File: src/verilog/dfe_reconfig_pkg.sv
// fixed 4 channels, 4 taps each packed two per 16-bit word; no logical channel map, no streaming
package dfe_reconfig_pkg;

   localparam int num_channels = 4;             // physical channels only

   typedef logic [$clog2(num_channels)-1:0] chan_t;  // physical channel number
   typedef logic [2:0]  tap_sel_t;              // 0..3 taps, 4 = calibration
   typedef logic [7:0]  tap_t;                  // tap value or cal code
   typedef logic [15:0] data16_t;               // basic-block data word
   typedef logic [3:0]  hw_off_t;               // word offset inside one channel
   typedef logic [$bits(chan_t)+$bits(hw_off_t)-1:0] base_addr_t;  // {chan, offset}
   typedef logic [2:0]  host_addr_t;            // host register select

   // host register map
   localparam host_addr_t reg_chan   = 3'd0;
   localparam host_addr_t reg_offset = 3'd1;
   localparam host_addr_t reg_data   = 3'd2;
   localparam host_addr_t reg_ctrl   = 3'd3;

   localparam tap_sel_t cal_select = 3'd4;      // above this is illegal

   // basic-block layout
   localparam hw_off_t tap_word_base = 4'd2;    // taps 0/1 at 2, taps 2/3 at 3
   localparam hw_off_t cal_reg_off   = 4'd8;    // offset-cancel code register

   // calibration sweep
   localparam tap_t cal_code_max  = 8'd63;      // last code tried
   localparam int   settle_cycles = 8;          // comparator settle after each write

   // reg_ctrl bit positions
   localparam int ctrl_write_bit = 0;
   localparam int ctrl_read_bit  = 1;
   localparam int busy_bit       = 8;
   localparam int error_bit      = 9;           // sticky, write 1 to clear

   // offset-cancellation sweep states
   typedef enum logic [2:0] {
      cal_idle,
      cal_write_code,
      cal_settle,
      cal_sample,
      cal_finish
   } cal_state_t;

endpackage

File: src/verilog/dfe_user_if.sv
// one command at a time; reg_ctrl writes stall while busy, error is sticky until written with 1
module dfe_user_if import dfe_reconfig_pkg::*; (
   input  logic        reconfig_clk,
   input  logic        rst_n,
   input  host_addr_t  host_addr,
   input  logic [31:0] host_wdata,
   input  logic        host_write,
   input  logic        host_read,
   input  logic        tap_done,
   input  tap_t        tap_rdata,
   input  logic        cal_done,
   input  tap_t        cal_result,
   output logic [31:0] host_rdata,
   output logic        host_waitrequest,
   output logic        host_done,
   output chan_t       chan,
   output tap_sel_t    tap_sel,
   output tap_t        wdata,
   output logic        tap_go,
   output logic        tap_write,
   output logic        cal_go
);

   logic busy, error;
   tap_t result;                               // last tap read or cal code
   logic ctrl_wr, cmd_wr, cmd_rd, cmd_start, cmd_bad;

   // reg_ctrl write accepted only when idle
   assign ctrl_wr   = host_write && (host_addr == reg_ctrl) && !busy;
   assign cmd_wr    = ctrl_wr && host_wdata[ctrl_write_bit];
   assign cmd_rd    = ctrl_wr && host_wdata[ctrl_read_bit] && !cmd_wr;  // write wins
   assign cmd_start = cmd_wr || cmd_rd;
   // out of range, or a read of the cal select
   assign cmd_bad   = (tap_sel > cal_select) || ((tap_sel == cal_select) && cmd_rd);

   assign host_waitrequest = host_write && (host_addr == reg_ctrl) && busy;  // hold until idle

   always_comb begin
      host_rdata = '0;
      if (host_read) begin
         case (host_addr)
            reg_chan:   host_rdata = 32'(chan);
            reg_offset: host_rdata = 32'(tap_sel);
            reg_data:   host_rdata = 32'(result);
            reg_ctrl: begin
               host_rdata[busy_bit]  = busy;
               host_rdata[error_bit] = error;
            end
            default:    host_rdata = '0;
         endcase
      end
   end

   always_ff @(posedge reconfig_clk) begin
      if (!rst_n) begin
         chan <= '0;
         tap_sel <= '0;
         wdata <= '0;
         result <= '0;
         busy <= 1'b0;
         error <= 1'b0;
         host_done <= 1'b0;
         tap_go <= 1'b0;
         tap_write <= 1'b0;
         cal_go <= 1'b0;
      end else begin
         tap_go <= 1'b0;                        // go lines are single pulses
         cal_go <= 1'b0;
         host_done <= tap_done || cal_done;     // end of a started command
         if (tap_done) result <= tap_rdata;
         if (cal_done) result <= cal_result;
         if (tap_done || cal_done) busy <= 1'b0;   // falls with host_done
         if (host_write && host_addr == reg_chan)   chan    <= host_wdata[$bits(chan_t)-1:0];
         if (host_write && host_addr == reg_offset) tap_sel <= host_wdata[2:0];
         if (host_write && host_addr == reg_data)   wdata   <= host_wdata[7:0];
         if (ctrl_wr && host_wdata[error_bit]) error <= 1'b0;  // w1c
         if (cmd_start) begin
            if (cmd_bad) begin
               error <= 1'b1;
               host_done <= 1'b1;               // rejected but still acknowledged
            end else if (tap_sel == cal_select) begin
               cal_go <= 1'b1;
               busy <= 1'b1;
            end else begin
               tap_go <= 1'b1;
               tap_write <= cmd_wr;
               busy <= 1'b1;
            end
         end
      end
   end

   // completions only for a command we launched
   a_done_when_busy: assert property (@(posedge reconfig_clk) disable iff (!rst_n)
      (tap_done || cal_done) |-> busy);

endmodule

File: src/verilog/dfe_tap_map.sv
// tap_sel assumed 0..3, checked upstream; a write is a locked read-modify-write of one word
module dfe_tap_map import dfe_reconfig_pkg::*; (
   input  logic       reconfig_clk,
   input  logic       rst_n,
   input  logic       tap_go,
   input  logic       tap_write,
   input  chan_t      chan,
   input  tap_sel_t   tap_sel,
   input  tap_t       wdata,
   input  logic       bus_done,
   input  data16_t    bus_rdata,
   output logic       tap_done,
   output tap_t       tap_rdata,
   output logic       bus_go,
   output logic       bus_write,
   output logic       bus_lock,
   output base_addr_t bus_addr,
   output data16_t    bus_wdata
);

   typedef enum logic [1:0] {map_idle, map_read, map_write} map_state_t;

   map_state_t state;
   chan_t      chan_q;                          // captured at go
   tap_sel_t   sel_q;
   tap_t       wdata_q;
   logic       write_q;
   data16_t    word_q;                          // merged word for write-back
   hw_off_t    word_off;
   tap_t       rd_byte;

   assign word_off = tap_word_base + hw_off_t'(sel_q[1]);        // two taps per word
   assign rd_byte  = sel_q[0] ? bus_rdata[15:8] : bus_rdata[7:0];  // odd tap in high byte

   assign bus_addr  = {chan_q, word_off};
   assign bus_wdata = word_q;
   assign bus_write = (state == map_write);
   assign bus_lock  = (state == map_read) && write_q;  // keep bus across rmw

   always_ff @(posedge reconfig_clk) begin
      if (tap_go) begin
         chan_q  <= chan;
         sel_q   <= tap_sel;
         wdata_q <= wdata;
         write_q <= tap_write;
      end
      if (state == map_read && bus_done)        // splice new byte into old word
         word_q <= sel_q[0] ? {wdata_q, bus_rdata[7:0]} : {bus_rdata[15:8], wdata_q};
   end

   always_ff @(posedge reconfig_clk) begin
      if (!rst_n) begin
         state <= map_idle;
         bus_go <= 1'b0;
         tap_done <= 1'b0;
         tap_rdata <= '0;
      end else begin
         bus_go <= 1'b0;
         tap_done <= 1'b0;
         case (state)
            map_idle: if (tap_go) begin
               bus_go <= 1'b1;                  // read first in both cases
               state <= map_read;
            end
            map_read: if (bus_done) begin
               if (write_q) begin
                  bus_go <= 1'b1;
                  state <= map_write;
               end else begin
                  tap_rdata <= rd_byte;
                  tap_done <= 1'b1;
                  state <= map_idle;
               end
            end
            map_write: if (bus_done) begin
               tap_rdata <= wdata_q;            // echo written value
               tap_done <= 1'b1;
               state <= map_idle;
            end
            default: state <= map_idle;
         endcase
      end
   end

endmodule

File: src/verilog/dfe_cal_fsm.sv
// linear sweep from code 0, stops on comparator trip or at cal_code_max; bus never locked
module dfe_cal_fsm import dfe_reconfig_pkg::*; (
   input  logic       reconfig_clk,
   input  logic       rst_n,
   input  logic       cal_go,
   input  chan_t      chan,
   input  logic       bus_done,
   input  logic       expire,
   input  logic [7:0] dfe_testbus,
   output logic       cal_done,
   output tap_t       cal_result,
   output logic       bus_go,
   output base_addr_t bus_addr,
   output data16_t    bus_wdata,
   output logic       timer_load
);

   cal_state_t state;
   chan_t      chan_q;                          // channel under calibration
   tap_t       code;                            // current offset code
   logic       trip;

   assign trip = dfe_testbus[0];                // comparator output

   assign bus_addr   = {chan_q, cal_reg_off};
   assign bus_wdata  = {8'h00, code};
   assign timer_load = (state == cal_write_code) && bus_done;  // start settle on write end
   assign cal_done   = (state == cal_finish);

   always_ff @(posedge reconfig_clk) begin
      if (state == cal_idle && cal_go)
         chan_q <= chan;
   end

   always_ff @(posedge reconfig_clk) begin
      if (!rst_n) begin
         state <= cal_idle;
         code <= '0;
         cal_result <= '0;
         bus_go <= 1'b0;
      end else begin
         bus_go <= 1'b0;
         case (state)
            cal_idle: begin
               if (cal_go) begin
                  code <= '0;                   // always sweep from the bottom
                  bus_go <= 1'b1;
                  state <= cal_write_code;
               end
            end
            cal_write_code: begin
               if (bus_done)
                  state <= cal_settle;
            end
            cal_settle: begin
               if (expire)
                  state <= cal_sample;          // comparator now valid
            end
            cal_sample: begin
               if (trip || code == cal_code_max) begin
                  cal_result <= code;
                  state <= cal_finish;
               end else begin
                  code <= code + 8'd1;          // next code
                  bus_go <= 1'b1;
                  state <= cal_write_code;
               end
            end
            cal_finish: begin
               state <= cal_idle;               // one-cycle done
            end
            default: begin
               state <= cal_idle;
            end
         endcase
      end
   end

   // settle timer ends a full settle_cycles after the code write, and only while we wait
   a_expire_after_settle: assert property (@(posedge reconfig_clk) disable iff (!rst_n)
      expire |-> ($past(timer_load, settle_cycles) && (state == cal_settle)));

endmodule

File: src/verilog/dfe_settle_timer.sv
// expire fires settle_cycles cycles after load; a new load while running is not allowed
module dfe_settle_timer import dfe_reconfig_pkg::*; (
   input  logic reconfig_clk,
   input  logic rst_n,
   input  logic load,
   output logic expire
);

   logic [$clog2(settle_cycles)-1:0] cnt;
   logic run;

   assign expire = run && (cnt == '0);          // single pulse at zero

   always_ff @(posedge reconfig_clk) begin
      if (!rst_n) begin
         cnt <= '0;
         run <= 1'b0;
      end else if (load) begin
         cnt <= ($bits(cnt))'(settle_cycles - 1);  // zero reached on cycle settle_cycles
         run <= 1'b1;
      end else if (run) begin
         if (cnt == '0)
            run <= 1'b0;
         else
            cnt <= cnt - 1'b1;
      end
   end

   // cal fsm waits for expire before reloading
   a_no_reload: assert property (@(posedge reconfig_clk) disable iff (!rst_n)
      load |-> !run);

endmodule

File: src/verilog/dfe_basic_master.sv
// one transfer per go; arb_req held across locked transfers, bus outputs held during waitrequest
module dfe_basic_master import dfe_reconfig_pkg::*; (
   input  logic       reconfig_clk,
   input  logic       rst_n,
   input  logic       tap_bus_go,
   input  logic       tap_bus_write,
   input  logic       tap_bus_lock,
   input  base_addr_t tap_bus_addr,
   input  data16_t    tap_bus_wdata,
   input  logic       cal_bus_go,
   input  base_addr_t cal_bus_addr,
   input  data16_t    cal_bus_wdata,
   input  data16_t    base_rdata,
   input  logic       base_waitrequest,
   input  logic       arb_grant,
   output logic       bus_done,
   output data16_t    bus_rdata,
   output base_addr_t base_addr,
   output data16_t    base_wdata,
   output logic       base_write,
   output logic       base_read,
   output logic       arb_req
);

   typedef enum logic [1:0] {mst_idle, mst_grant, mst_xfer} mst_state_t;

   mst_state_t state;
   logic       write_q, lock_q;

   // address and data latched from whichever requester fired
   always_ff @(posedge reconfig_clk) begin
      if (state == mst_idle && tap_bus_go) begin
         base_addr  <= tap_bus_addr;
         base_wdata <= tap_bus_wdata;
      end else if (state == mst_idle && cal_bus_go) begin
         base_addr  <= cal_bus_addr;
         base_wdata <= cal_bus_wdata;
      end
      if (state == mst_xfer && !base_waitrequest)
         bus_rdata <= base_rdata;               // valid only on a read
   end

   always_ff @(posedge reconfig_clk) begin
      if (!rst_n) begin
         state <= mst_idle;
         write_q <= 1'b0;
         lock_q <= 1'b0;
         arb_req <= 1'b0;
         base_write <= 1'b0;
         base_read <= 1'b0;
         bus_done <= 1'b0;
      end else begin
         bus_done <= 1'b0;
         case (state)
            mst_idle: if (tap_bus_go || cal_bus_go) begin
               write_q <= tap_bus_go ? tap_bus_write : 1'b1;  // cal only writes
               lock_q <= tap_bus_go && tap_bus_lock;
               arb_req <= 1'b1;                 // may already be high under lock
               state <= mst_grant;
            end
            mst_grant: if (arb_grant) begin
               base_write <= write_q;
               base_read <= !write_q;
               state <= mst_xfer;
            end
            mst_xfer: if (!base_waitrequest) begin
               base_write <= 1'b0;
               base_read <= 1'b0;
               bus_done <= 1'b1;
               if (!lock_q) arb_req <= 1'b0;    // release after last of sequence
               state <= mst_idle;
            end
            default: state <= mst_idle;
         endcase
      end
   end

   // tap map and cal fsm never share the bus at once
   a_one_requester: assert property (@(posedge reconfig_clk) disable iff (!rst_n)
      !(tap_bus_go && cal_bus_go));

   // requesters wait for done before the next go
   a_go_when_idle: assert property (@(posedge reconfig_clk) disable iff (!rst_n)
      (tap_bus_go || cal_bus_go) |-> (state == mst_idle));

endmodule

File: src/verilog/dfe_reconfig_top.sv
// 4 fixed physical channels, single arbiter req/grant pair, basic-block irq not used
module dfe_reconfig_top import dfe_reconfig_pkg::*; (
   input  logic        reconfig_clk,
   input  logic        rst_n,
   // host register port
   input  host_addr_t  host_addr,
   input  logic [31:0] host_wdata,
   input  logic        host_write,
   input  logic        host_read,
   output logic [31:0] host_rdata,
   output logic        host_waitrequest,
   output logic        host_done,
   // basic block
   output base_addr_t  base_addr,
   output data16_t     base_wdata,
   output logic        base_write,
   output logic        base_read,
   input  data16_t     base_rdata,
   input  logic        base_waitrequest,
   output logic        arb_req,
   input  logic        arb_grant,
   input  logic [7:0]  dfe_testbus
);

   chan_t      chan;
   tap_sel_t   tap_sel;
   tap_t       wdata, tap_rdata, cal_result;
   logic       tap_go, tap_write, tap_done, cal_go, cal_done;
   logic       bus_done, timer_load, expire;
   data16_t    bus_rdata, tap_bus_wdata, cal_bus_wdata;
   logic       tap_bus_go, tap_bus_write, tap_bus_lock, cal_bus_go;
   base_addr_t tap_bus_addr, cal_bus_addr;

   dfe_user_if inst_user_if (
      .reconfig_clk, .rst_n, .host_addr, .host_wdata, .host_write, .host_read,
      .tap_done, .tap_rdata, .cal_done, .cal_result,
      .host_rdata, .host_waitrequest, .host_done,
      .chan, .tap_sel, .wdata, .tap_go, .tap_write, .cal_go
   );

   dfe_tap_map inst_tap_map (
      .reconfig_clk, .rst_n, .tap_go, .tap_write, .chan, .tap_sel, .wdata,
      .bus_done, .bus_rdata, .tap_done, .tap_rdata,
      .bus_go (tap_bus_go), .bus_write (tap_bus_write), .bus_lock (tap_bus_lock),
      .bus_addr (tap_bus_addr), .bus_wdata (tap_bus_wdata)
   );

   dfe_cal_fsm inst_cal_fsm (
      .reconfig_clk, .rst_n, .cal_go, .chan, .bus_done, .expire, .dfe_testbus,
      .cal_done, .cal_result, .bus_go (cal_bus_go), .bus_addr (cal_bus_addr),
      .bus_wdata (cal_bus_wdata), .timer_load
   );

   dfe_settle_timer inst_settle_timer (
      .reconfig_clk, .rst_n, .load (timer_load), .expire
   );

   dfe_basic_master inst_basic_master (
      .reconfig_clk, .rst_n, .tap_bus_go, .tap_bus_write, .tap_bus_lock, .tap_bus_addr,
      .tap_bus_wdata, .cal_bus_go, .cal_bus_addr, .cal_bus_wdata,
      .base_rdata, .base_waitrequest, .arb_grant, .bus_done, .bus_rdata,
      .base_addr, .base_wdata, .base_write, .base_read, .arb_req
   );

endmodule

File: config.mk
export PLATFORM = sky130hd
export DESIGN_NAME = dfe_reconfig_top
export DESIGN_NICKNAME = d
export VERILOG_FILES = /design/src/verilog/dfe_reconfig_pkg.sv /design/src/verilog/dfe_user_if.sv /design/src/verilog/dfe_tap_map.sv /design/src/verilog/dfe_cal_fsm.sv /design/src/verilog/dfe_settle_timer.sv /design/src/verilog/dfe_basic_master.sv /design/src/verilog/dfe_reconfig_top.sv
export SDC_FILE = /design/constraint.sdc
export NUM_CORES = 1
export LEC_CHECK = 0
export BUFFER_PORTS_ARGS = -buffer_cell sky130_fd_sc_hd__buf_2
export CAP_MARGIN = 20
export CORE_MARGIN = 2
export CORE_UTILIZATION = 55
export CTS_BUF_LIST = sky130_fd_sc_hd__clkbuf_8
export CTS_CLUSTER_SIZE = 28
export DETAILED_ROUTE_END_ITERATION = 10
export PLACE_DENSITY = 0.8
export SYNTH_ARGS = -nofsm -noshare
export SYNTH_HDL_FRONTEND = slang
export SYNTH_SLANG_ARGS = --single-unit
export TNS_END_PERCENT = 10
File: constraint.sdc
create_clock -name reconfig_clk -period 3.2 [get_ports reconfig_clk]
set_clock_uncertainty 0.05 [all_clocks]
set_input_delay 0.32 -clock reconfig_clk [delete_from_list [all_inputs] [get_ports reconfig_clk]]
set_output_delay 0.32 -clock reconfig_clk [all_outputs]
set_load 0.03 [all_outputs]
==> summary.md, run 1 <==
| Metric | Value |
|---|---|
| Status | finished, final reports clean |
| Clock Power Share | 0.412 |
| CP Launch Type | register |
| Comb power frac | 0.041 |
| Hold Vio Cnt, Final | 0 |
| Setup ws final | 0.9808 ns |
| Ys async rst share | 0 |
| Worst setup path category | register to register |
| EDFF count, synth | 68 |
| Arr. time, crit path | 2.49 ns |
| Pwr Density | 498.3 nW/um2 |
| Maximum buffer depth of the clock tree | 2 |
| Worst reg2reg startpoint | inst_tap_map.state[0] |
| Worst-Margin Slew | 1.072 ns |
| Hpwl dp | 8187 um |
| Routed WL per cell | 15.66 um |
| Period Utilization, post-route | 0.6935 |
| Worst-path clk slew | 0.09 ns |
| Sw frac | 0.2364 |
| Tmin final | 2.219 ns |
| Max Cap Viol | 0 |
| Worst Setup SP | inst_tap_map.state[0] |
| Max_slew headroom | 0.2852 |
| Synth unique cells | 60 |
| DP Worst Slack | 1.034 ns |
| Number of global-route vias before repair | 3739 |
| Clk root buf | clkbuf_8 |
| Pin count of the biggest net entering global routing | 53 |
| Critical-path top delay cell | and3_1 |
| Final setup viols | 0 |
| Hold path start | arb_grant |
| Resized cells post-CTS | 0 |
| Layout cells sized above 1 | 0.2127 |
| CP required | 3.47 ns |
| Leak | 2.672 nW |
| Post-Route WL | 12060 um |
| Clock Latency Late Sink | 0.44 ns |
| Site Rows | 38 |
| Fmax | 0.4506 GHz |
| CTS tree | built |
| Synth Register Bits | 139 |
| Cell Chain, Critical Path | inv_1 -> ha_1 -> o21bai_1 -> and3_1 -> mux2i_1 -> nor2_1 |
| Antenna Nets Post-Route | 0 |
| First-pass GRT wire length | 18710 um |
| Maximum vdd drop | 0.2808 mV |
| Synth area leaders | edfxtp_1, dfxtp_1, mux2i_1 |
| Syn_area_per_cell | 11.12 um2 |
| Overflow after GRT | 0 |
| Psw | 0.8100 mW |
| Global-route usage over all layers | 0.2104 |
| Total number of vias | 4142 |
| Fillers | 805 |
| Initial antenna violation count | 0 |
| RSZ-0062 raised after global routing | no |
| Worst Setup End Kind | register |
| Hold WC Path Type | input pin to register |
| Setup total negative slack | 0 ns |
| Num ports | 124 |
| Routability cong. | 0.8726 |
| Starting density of the core | 0.5568 |
| Core Region | 10750 um2 |
| P_int | 2.616 mW |
| DR pass1 iterations | 5 |
| Die W | 108.3 um |
| Die ar. | 11730 um2 |
| Antenna Diode Count | 0 |
| Fin. max-slew vios | 0 |
| Yosys warning total | 0 |
| Drt first-iter violations | 337 |
| Clock H-tree levels | 4 |
| Vias per cell | 5.379 |
| Reg power frac | 0.547 |
| Top_reg_cell synth | dfxtp_1 |
| Die height | 108.3 um |
| Sequential fraction of the synthesis area | 0.5788 |
| NumNets Final | 688 |
| Crit-path max FO | 19 |
| Synthesized area | 5983 um2 |
| CTS Sinks | 139 |
| Area leader, netlist | edfxtp_1 |
| Residual DRC | 0 |
| Crit path largest cell delay | 0.52 ns |
| Num CTS Buffers | 17 |
| Syn Inst Count | 538 |
| I/O Buffers | 70 |
| Syn-to-layout area delta | 14.91% |
| Yosys top cell area share | 0.3413 |
routing by layer:
layer	up-vias	wire length (um)	GRT usage
met5	-	0	0
met4	0	189	0.08150
met3	24	611	0.04340
met2	150	5850	0.3441
met1	1959	5407	0.2764
li1	2009	-	-
path summary, 6_finish.rpt:
path                                endpoint  slack, ns  depth (start not counted)
setup / recovery   inst_tap_map.tap_rdata[5]       0.98                          6
hold / removal    inst_basic_master.state[0]       0.06                          2
setup reg to reg   inst_tap_map.tap_rdata[5]       0.98                          6
hold reg to reg      inst_tap_map.wdata_q[5]       0.39                          0
cells by family after synthesis:
group	count (synthesis)	synth area share
adder cells (fa/ha/maj)	6	0.01255
AND/OR/NAND/NOR	192	0.1550
buffers and inverters	65	0.06064
other	1	0.0006268
flip-flops	139	0.5788
multiplexers	65	0.1123
XOR/XNOR	2	0.002928
AO/OA/AOI/OAI	68	0.07717
synthesized netlist by cell type (6+ instances only):
library cell	number
nor3_1	7
and3_1	11
and2_1	7
inv_1	12
clkbuf_1	11
a21oi_1	20
buf_4	24
buf_2	11
edfxtp_1	68
mux2i_1	48
dfxtp_1	71
a211oi_1	9
ha_1	6
nand3_1	10
o21ai_0	15
nand2b_1	9
mux2_2	17
nand2_1	66
nor2_1	56
cell type report:
| class | instances | area, um2 | share of cell area |
|---|---|---|---|
| flip-flops and latches | 139 | 3463 | 0.5037 |
| clock inverters | 15 | 163.9 | 0.02384 |
| multi-input cells | 356 | 2250 | 0.3272 |
| well taps | 140 | 175.2 | 0.02548 |
| repair buffers | 90 | 540.5 | 0.07862 |
| clock buffers | 17 | 234.0 | 0.03403 |
| inverters | 13 | 48.80 | 0.007097 |
power by group through the flow:
stage | Clock [mW] | Combinational (mW) | Sequential, mW
after floorplan | 0 | 0.109 | 1.91
after global placement | 0 | 0.121 | 1.91
after detailed placement | 0 | 0.124 | 1.91
after CTS | 1.43 | 0.139 | 1.87
after global routing | 1.50 | 0.152 | 1.87
final | 1.41 | 0.141 | 1.87
metrics by stage:
step / std cells / util / power [mW] / instance area, um2 / hold WS, ns
after global placement: 722 / 0.5879 / 2.034 / 6317 / 0.3674
after CTS: 770 / 0.6398 / 3.442 / 6875 / 0.03532
after global routing: 770 / 0.6398 / 3.526 / 6875 / 0.04809
after detailed placement: 722 / 0.5879 / 2.038 / 6317 / 0.3662
after floorplan: 560 / - / 2.020 / 6066 / 0.3576
final: 770 / 0.6398 / 3.426 / 6875 / 0.06022
flip-flops by register name (all words and copies together), names as in the netlist, 5 cells and up:
register,count
inst_basic_master.base_addr,5
inst_basic_master.base_wdata,16
inst_basic_master.bus_rdata,16
inst_cal_fsm.cal_result,8
inst_cal_fsm.code,8
inst_tap_map.bus_wdata,16
inst_tap_map.tap_rdata,8
inst_tap_map.wdata_q,8
inst_user_if.result,8
inst_user_if.wdata,8
cell usage in the layout (no fill, tap or decap), types with 6 or more instances in the layout:
cell type | Yosys | routed
dfxtp_1 | 71 | 71
buf_2 | 11 | 70
edfxtp_1 | 68 | 68
nand2_1 | 66 | 66
nor2_1 | 56 | 56
mux2i_1 | 48 | 48
conb_1 | 1 | 23
a21oi_1 | 20 | 20
mux2_2 | 17 | 17
clkbuf_8 | 0 | 17
dlygate4sd3_1 | 0 | 16
o21ai_0 | 15 | 15
inv_1 | 12 | 13
and3_1 | 11 | 11
nand3_1 | 10 | 10
nand2b_1 | 9 | 9
a211oi_1 | 9 | 9
and2_1 | 7 | 7
nor3_1 | 7 | 6
ha_1 | 6 | 6
inv_6 | 0 | 6
worst max-delay path: cells and delay by family (launching register included):
family                   cells  cell delay [ns]
AND/OR/NAND/NOR              2             0.57
adder cells (fa/ha/maj)      1             0.42
flip-flops                   1             0.37
AO/OA/AOI/OAI                1             0.34
multiplexers                 1             0.26
buffers and inverters        1             0.08
what timing repair did:
item	4_1_cts	5_1_grt
hold buffers	16	0
setup buffers	0	0
endpoints found under the hold margin	16	0
Note: power is estimated with default switching activity, not from simulation.
==> inputs of run 2 (changes only) <==
--- a/config.mk
+++ b/config.mk
@@ -5,14 +5,15 @@
 export SDC_FILE = /design/constraint.sdc
 export NUM_CORES = 1
 export LEC_CHECK = 0
+export ABC_AREA = 1
 export BUFFER_PORTS_ARGS = -buffer_cell sky130_fd_sc_hd__buf_2
 export CAP_MARGIN = 20
 export CORE_MARGIN = 2
-export CORE_UTILIZATION = 55
+export CORE_UTILIZATION = 51
 export CTS_BUF_LIST = sky130_fd_sc_hd__clkbuf_8
 export CTS_CLUSTER_SIZE = 28
 export DETAILED_ROUTE_END_ITERATION = 10
-export PLACE_DENSITY = 0.8
+export PLACE_DENSITY = 0.78
 export SYNTH_ARGS = -nofsm -noshare
 export SYNTH_HDL_FRONTEND = slang
 export SYNTH_SLANG_ARGS = --single-unit
==> constraint.sdc (replaced) <==
create_clock -name reconfig_clk -period 2 [get_ports reconfig_clk]
set_clock_uncertainty 0.05 [all_clocks]
set_input_delay 0.2 -clock reconfig_clk [delete_from_list [all_inputs] [get_ports reconfig_clk]]
set_output_delay 0.2 -clock reconfig_clk [all_outputs]
set_load 0.03 [all_outputs]
==> run 2 against run 1 <==
Synthesized cell count increased by 27%. Routed wire length is 9.7% higher. Largest cell class unchanged. Worst hold slack worse by 0.039 ns.
==> summary.md, run 2 <==
| Metric | Value |
|---|---|
| Pwr Density | 849.0 nW/um2 (was 498.3 nW/um2) |
| Final Power | 6.019 mW (was 3.426 mW) |
| Synth unique cells | 31 (was 60) |
| Hpwl dp | 9308 um (was 8187 um) |
| Global-route usage over all layers | 0.2187 (was 0.2104) |
| Worst-path clk slew | 0.08 ns (was 0.09 ns) |
| CTS Sinks | 139 (unchanged) |
| First-pass GRT wire length | 21860 um (was 18710 um) |
| Hold Vio Cnt, Final | 0 (unchanged) |
| Syn Inst Count | 683 (was 538) |
| Period Utilization, post-route | 0.8801 (was 0.6935) |
| Number of global-route vias before repair | 4668 (was 3739) |
| Fmax | 0.5681 GHz (was 0.4506 GHz) |
| Hold depth | 3 (was 2) |
| Die ar. | 12620 um2 (was 11730 um2) |
| Reg power frac | 0.512 (was 0.547) |
| Ys async rst share | 0 (unchanged) |
| Worst-Margin Slew | 0.6064 ns (was 1.072 ns) |
| Sequential fraction of the synthesis area | 0.5786 (was 0.5788) |
| Top delay family on crit path | simple AND/OR/NAND/NOR gates (unchanged) |
| Max Cap Viol | 0 (unchanged) |
| Sw frac | 0.2396 (was 0.2364) |
| Status | finished, final reports clean (unchanged) |
| Grt met3 use | 0.05076 (was 0.04340) |
| Overflow after GRT | 0 (unchanged) |
| Crit-path max FO | 11 (was 19) |
| Flop-to-flop setup slack | 0.24 ns (was 0.98 ns) |
| Yosys warning total | 0 (unchanged) |
| Residual DRC | 0 (unchanged) |
| Maximum vdd drop | 0.4498 mV (was 0.2808 mV) |
| Clock Power Share | 0.404 (was 0.412) |
| Worst r2r path cells | 9 (was 6) |
| Leak | 2.930 nW (was 2.672 nW) |
| Num ports | 124 (unchanged) |
| P_int | 4.577 mW (was 2.616 mW) |
| EDFF count, synth | 68 (unchanged) |
| Antenna Nets Post-Route | 0 (unchanged) |
| Worst setup path category | register to register (unchanged) |
| Synthesized area | 5986 um2 (was 5983 um2) |
| Clk root buf | clkbuf_8 (unchanged) |
| Syn-to-layout area delta | 18.44% (was 14.91%) |
| Post-Route WL | 13230 um (was 12060 um) |
| Antenna Diode Count | 0 (unchanged) |
| Vias per cell | 5.202 (was 5.379) |
| I/O Buffers | 70 (unchanged) |
| Max_slew headroom | 0.5953 (was 0.2852) |
| Post-CTS setup buffer count | 0 (unchanged) |
| Routed WL per cell | 14.04 um (was 15.66 um) |
| DP Worst Slack | 0.1685 ns (was 1.034 ns) |
| Comb power frac | 0.083 (was 0.041) |
| Die height | 112.3 um (was 108.3 um) |
| Multi-input gate area | 2024 um2 (was 2250 um2) |
| Crit path largest cell delay | 0.45 ns (was 0.52 ns) |
| Most common cell after layout, fill and taps aside | nand2_1 (was dfxtp_1) |
| Core Region | 11420 um2 (was 10750 um2) |
| Routability cong. | 0.8974 (was 0.8726) |
| CP bufs+invs | 1 (unchanged) |
| Syn_area_per_cell | 8.764 um2 (was 11.12 um2) |
| Maximum buffer depth of the clock tree | 2 (unchanged) |
| Critical Path End | inst_cal_fsm.code[0] (was inst_tap_map.tap_rdata[5]) |
| Arr. time, crit path | 2.09 ns (was 2.49 ns) |
| Met2 global-route usage | 0.3582 (was 0.3441) |
| Worst R2R End | inst_cal_fsm.code[0] (was inst_tap_map.tap_rdata[5]) |
| CTS tree | built (unchanged) |
| Util after Layout | 0.6209 (was 0.6398) |
| Met1 Use GR | 0.2840 (was 0.2764) |
| Num CTS Buffers | 17 (unchanged) |
| Hold WC Path Type | input pin to register (unchanged) |
| Number of cells on the critical path | 9 (was 6) |
| Setup total negative slack | 0 ns (unchanged) |
| Setup ws final | 0.2397 ns (was 0.9808 ns) |
| Site Rows | 39 (was 38) |
| Drt first-iter violations | 448 (was 337) |
| Cell Chain, Critical Path | ha_1 -> nand3_1 -> inv_1 -> nand2_1 -> nand3_2 -> nand2_1 -> nand2_1 -> nand2_1 -> nor2_1 (was inv_1 -> ha_1 -> o21bai_1 -> and3_1 -> mux2i_1 -> nor2_1) |
| Clock Latency Late Sink | 0.44 ns (about the same) |
| Clock H-tree levels | 4 (unchanged) |
| Worst reg2reg startpoint | inst_cal_fsm.code[1] (was inst_tap_map.state[0]) |
| Yosys top cell area share | 0.3411 (was 0.3413) |
| Sequential cell area | 3463 um2 (unchanged) |
| Final setup viols | 0 (unchanged) |
| Post-synth top cells | nand2_1, inv_1, dfxtp_1 (was dfxtp_1, edfxtp_1, nand2_1) |
| Psw | 1.442 mW (was 0.8100 mW) |
| Most numerous cell in the Yosys netlist | nand2_1 (was dfxtp_1) |
| Worst Setup End Kind | register (unchanged) |
| Synth Register Bits | 139 (unchanged) |
| Tmin final | 1.760 ns (was 2.219 ns) |
| Layer with the highest usage | met2 (unchanged) |
| Layout cells sized above 1 | 0.1539 (was 0.2127) |
| CP required | 2.33 ns (was 3.47 ns) |
| Area leader, netlist | edfxtp_1 (unchanged) |
| Worst path most repeated cell | nand2_1 |
| Worst hold slack | 0.02130 ns (was 0.06022 ns) |
| Synth area leaders | edfxtp_1, dfxtp_1, nand2_1 (was edfxtp_1, dfxtp_1, mux2i_1) |
| Top_reg_cell synth | dfxtp_1 (unchanged) |
| Critical-path top delay cell | dfxtp_1 (was and3_1) |
| Most frequent cells in the layout | nand2_1, inv_1, dfxtp_1, buf_2, edfxtp_1 (was dfxtp_1, buf_2, edfxtp_1, nand2_1, nor2_1) |
| Initial antenna violation count | 0 (unchanged) |
| Pin count of the biggest net entering global routing | 49 (was 53) |
| Fin. max-slew vios | 0 (unchanged) |
| Die W | 112.3 um (was 108.3 um) |
| DR pass1 iterations | 6 (was 5) |
| RSZ-0062 raised after global routing | no (unchanged) |
| CP Launch Type | register (unchanged) |
| Fillers | 882 (was 805) |
| Total number of vias | 4900 (was 4142) |
| Starting density of the core | 0.5242 (was 0.5568) |
| Worst Setup SP | inst_cal_fsm.code[1] (was inst_tap_map.state[0]) |
| NumNets Final | 857 (was 688) |
-- run 2: cell types whose count changed after synthesis, moves of 7 or more --
cell / delta
nand2b_1: -9
mux2_2: -17
o21ai_0: +37
nand2_1: +101
mux2i_1: -48
a21oi_1: +37
nand3_1: +44
and3_1: -10
buf_2: -7
inv_1: +65
and2_1: -7
a211oi_1: -7
-- run 2: cell families (layout without fill, tap and decap cells) --
| kind of cell | after synthesis | count (layout) | synth area share |
|---|---|---|---|
| other | 1 | 23 | 0.0006265 |
| flip-flops | 139 | 139 | 0.5786 |
| AND/OR/NAND/NOR | 289 | 289 | 0.2034 |
| adder cells (fa/ha/maj) | 6 | 6 | 0.01254 |
| XOR/XNOR | 2 | 2 | 0.002927 |
| buffers and inverters | 125 | 219 | 0.09699 |
| AO/OA/AOI/OAI | 121 | 121 | 0.1049 |
-- run 2: worst register-to-register path, stage by stage (launching register included) --
cell     delay [ns]
dfxtp_1        0.45
ha_1           0.28
nand3_1        0.12
inv_1          0.11
nand2_1        0.11
nand3_2        0.21
nand2_1        0.15
nand2_1        0.09
nand2_1        0.05
nor2_1         0.08
-- run 2: metrics by stage --
step	cell area, um2	std cells
6_report	7089	942
5_1_grt	7089	942
4_1_cts	7089	942
3_5_place_dp	6412	885
3_3_place_gp	6412	885
2_1_floorplan	6068	705
-- run 2: worst min path at each step --
| stage | start | slack (ns) | to |
|---|---|---|---|
| floorplan | arb_grant | 0.25 | inst_basic_master.state[0] |
| global placement | base_rdata[11] | 0.33 | inst_basic_master.bus_rdata[11] |
| detailed placement | base_rdata[0] | 0.33 | inst_basic_master.bus_rdata[0] |
| CTS | host_wdata[1] | 0.01 | inst_user_if.wdata[1] |
| global route | host_wdata[1] | 0.01 | inst_user_if.wdata[1] |
| finish | host_wdata[1] | 0.02 | inst_user_if.wdata[1] |
-- run 2: power by group through the flow --
| stage | combinational [mW] | sequential, mW | clock [mW] |
|---|---|---|---|
| floorplan | 0.357 | 3.13 | 0 |
| global placement | 0.424 | 3.14 | 0 |
| detailed placement | 0.447 | 3.15 | 0 |
| CTS | 0.489 | 3.08 | 2.46 |
| global route | 0.560 | 3.09 | 2.60 |
| finish | 0.501 | 3.08 | 2.43 |
-- run 2: cell type report --
cell class	instances	share of cell area
flip-flops and latches	139	0.4885
clock buffers	18	0.03495
repair buffers	107	0.09742
multi-input cells	441	0.2856
inverters	80	0.04306
well taps	143	0.02524
clock inverters	14	0.02524
-- run 2: per-layer routing --
| metal | vias to the layer above | wire [um] |
|---|---|---|
| met5 | - | 0 |
| li1 | 2409 | - |
| met2 | 224 | 6349 |
| met3 | 26 | 910 |
| met1 | 2241 | 5650 |
| met4 | 0 | 314 |
-- run 2: what timing repair did --
item / 4_1_cts / 5_1_grt
hold buffers: 25 / 0
gates resized for setup: 0 / 2
endpoints found under the setup margin: 0 / 8
hold endpoints to repair: 26 / 0
==> inputs of run 3 (changes only) <==
--- a/config.mk
+++ b/config.mk
@@ -9,11 +9,12 @@
 export BUFFER_PORTS_ARGS = -buffer_cell sky130_fd_sc_hd__buf_2
 export CAP_MARGIN = 20
 export CORE_MARGIN = 2
-export CORE_UTILIZATION = 51
+export CORE_UTILIZATION = 55
 export CTS_BUF_LIST = sky130_fd_sc_hd__clkbuf_8
 export CTS_CLUSTER_SIZE = 28
 export DETAILED_ROUTE_END_ITERATION = 10
-export PLACE_DENSITY = 0.78
+export GPL_ROUTABILITY_DRIVEN = 0
+export PLACE_DENSITY = 0.8
 export SYNTH_ARGS = -nofsm -noshare
 export SYNTH_HDL_FRONTEND = slang
 export SYNTH_SLANG_ARGS = --single-unit
==> constraint.sdc (replaced) <==
create_clock -name reconfig_clk -period 2.1 [get_ports reconfig_clk]
set_clock_uncertainty 0.05 [all_clocks]
set_input_delay 0.21 -clock reconfig_clk [delete_from_list [all_inputs] [get_ports reconfig_clk]]
set_output_delay 0.21 -clock reconfig_clk [all_outputs]
set_load 0.03 [all_outputs]
==> run 3 against run 2 <==
Maximum frequency decreased by 8.4%. Clock-buffer cell count decreased by 1. Critical endpoint is now inst_tap_map.tap_rdata[3]. Worst setup slack got worse by 0.061 ns. Via count decreased by 0.49%. Sequential share of layout area grew 0.43 points. Combinational power down 6.4%. Die area shrank 7.0%. Largest power group unchanged. Cell count is 0.42% lower. Cell area down 0.88%.
==> summary.md, run 3 (synthesized netlist as in run 2, its figures left out) <==
| Metric | Value |
|---|---|
| Antenna Nets Post-Route | 0 (unchanged) |
| Layout cells sized above 1 | 0.1541 (was 0.1539) |
| Hpwl dp | 8850 um (was 9308 um) |
| Initial antenna violation count | 0 (unchanged) |
| Overflow after GRT | 0 (unchanged) |
| Setup total negative slack | 0 ns (unchanged) |
| Final setup viols | 0 (unchanged) |
| Leak | 2.891 nW (was 2.930 nW) |
| Die W | 108.3 um (was 112.3 um) |
| Period Utilization, post-route | 0.9151 (was 0.8801) |
| Post-Route WL | 12920 um (was 13230 um) |
| CP required | 2.43 ns (was 2.33 ns) |
| Final Power | 5.450 mW (was 6.019 mW) |
| CP Launch Type | register (unchanged) |
| Antenna Diode Count | 0 (unchanged) |
| Total number of vias | 4876 (was 4900) |
| Hold WC Path Type | input pin to register (unchanged) |
| Clock H-tree levels | 4 (unchanged) |
| Crit-path max FO | 9 (was 11) |
| First-pass GRT wire length | 21000 um (was 21860 um) |
| Arr. time, crit path | 2.25 ns (was 2.09 ns) |
| Util after Layout | 0.6539 (was 0.6209) |
| Maximum vdd drop | 0.4658 mV (was 0.4498 mV) |
| CTS Sinks | 139 (unchanged) |
| Most frequent cells in the layout | nand2_1, inv_1, dfxtp_1, buf_2, edfxtp_1 (unchanged) |
| Site Rows | 38 (was 39) |
| Core Region | 10750 um2 (was 11420 um2) |
| RSZ-0062 raised after global routing | no (unchanged) |
| Residual DRC | 0 (unchanged) |
| Pwr Density | 775.6 nW/um2 (was 849.0 nW/um2) |
| Number of global-route vias before repair | 4591 (was 4668) |
| Hold Vio Cnt, Final | 0 (unchanged) |
| Clk root buf | clkbuf_8 (unchanged) |
| Die height | 108.3 um (was 112.3 um) |
| Num ports | 124 (unchanged) |
| Maximum buffer depth of the clock tree | 2 (unchanged) |
| Max Cap Viol | 0 (unchanged) |
| Resized cells post-CTS | 0 (unchanged) |
| Vias per cell | 5.198 (was 5.202) |
| Max_slew headroom | 0.6002 (was 0.5953) |
| Fin. max-slew vios | 0 (unchanged) |
| Drt first-iter violations | 323 (was 448) |
| Most common cell after layout, fill and taps aside | nand2_1 (unchanged) |
| Worst setup path category | register to register (unchanged) |
| Starting density of the core | 0.5571 (was 0.5242) |
| Tmin final | 1.922 ns (was 1.760 ns) |
| Routed WL per cell | 13.77 um (was 14.04 um) |
| CTS tree | built (unchanged) |
| Pin count of the biggest net entering global routing | 49 (unchanged) |
| Status | finished, final reports clean (unchanged) |
| Fmax | 0.5204 GHz (was 0.5681 GHz) |
| Global-route usage over all layers | 0.2365 (was 0.2187) |
| DP Worst Slack | 0.3011 ns (was 0.1685 ns) |
| Die ar. | 11730 um2 (was 12620 um2) |
| Worst-Margin Slew | 0.5990 ns (was 0.6064 ns) |
| Syn-to-layout area delta | 17.39% (was 18.44%) |
| DR pass1 iterations | 7 (was 6) |
| Clock Latency Late Sink | 0.45 ns (was 0.44 ns) |
| Worst Setup End Kind | register (unchanged) |
| Setup ws final | 0.1782 ns (was 0.2397 ns) |
| NumNets Final | 856 (was 857) |
| I/O Buffers | 70 (unchanged) |
| Num CTS Buffers | 17 (unchanged) |
| Worst-path clk slew | 0.09 ns (was 0.08 ns) |
==> run 3: changes by cell type in the layout (fill, tap and decap cells not counted), sizes merged <==
cell      previous run  this run
buf                 82        81
bufinv               4         1
clkbuf              18        17
clkinvlp             2         4
inv                 81        83
==> run 3: worst paths after layout <==
check / start / to / slack, ns / cells past startpoint
worst max-delay path: inst_tap_map.state[1] / inst_tap_map.tap_rdata[3] / 0.18 / 7
worst min-delay path: host_wdata[1] / inst_user_if.wdata[1] / 0.03 / 3
worst max register to register: inst_tap_map.state[1] / inst_tap_map.tap_rdata[3] / 0.18 / 7
worst min register to register: inst_user_if.wdata[3] / inst_tap_map.wdata_q[3] / 0.39 / 0
==> run 3: cell type report <==
class	instances	area [um2]
Clock buffer	17	234.0
Inverter	80	305.3
Timing Repair Buffer	106	683.2
Clock inverter	15	141.4
Sequential cell	139	3463
Fill cell	860	3719
Tap cell	140	175.2
Multi-Input combinational cell	441	2024
==> run 3: repair_timing <==
action,4_1_cts,5_1_grt
hold endpoints to repair,25,0
buffers inserted,0,0
hold buffers,25,0
==> run 3: critical path, stage by stage (launching register included) <==
cell and delay (ns):
dfxtp_1 0.34, inv_1 0.08, ha_1 0.23, o21ai_0 0.40, nand3_2 0.28, inv_1 0.24, o21ai_0 0.13, nor2_1 0.11
==> run 3: power breakdown <==
group          internal [mW]  switching [mW]  total (mW)
sequential              2.89          0.0493        2.94
combinational          0.158           0.311       0.469
clock                  0.952            1.09        2.05
total                   4.00            1.45        5.45
==> run 3: per-stage QoR <==
step	cells	cell area, um2	hold slack [ns]
floorplan	705	6068	0.2559
global placement	881	6401	0.3378
detailed placement	881	6401	0.3388
CTS	938	7027	0.008818
global route	938	7027	0.01811
finish	938	7027	0.03407
==> run 3: routing by layer <==
layer | share of wire | up-vias | wire length, um | track usage
met1 | 0.42 | 2220 | 5484 | 0.2946
met4 | 0.038 | 0 | 493 | 0.1245
met2 | 0.47 | 209 | 6031 | 0.3823
met5 | 0 | - | 0 | 0
met3 | 0.070 | 42 | 907 | 0.05787
li1 | - | 2405 | - | -
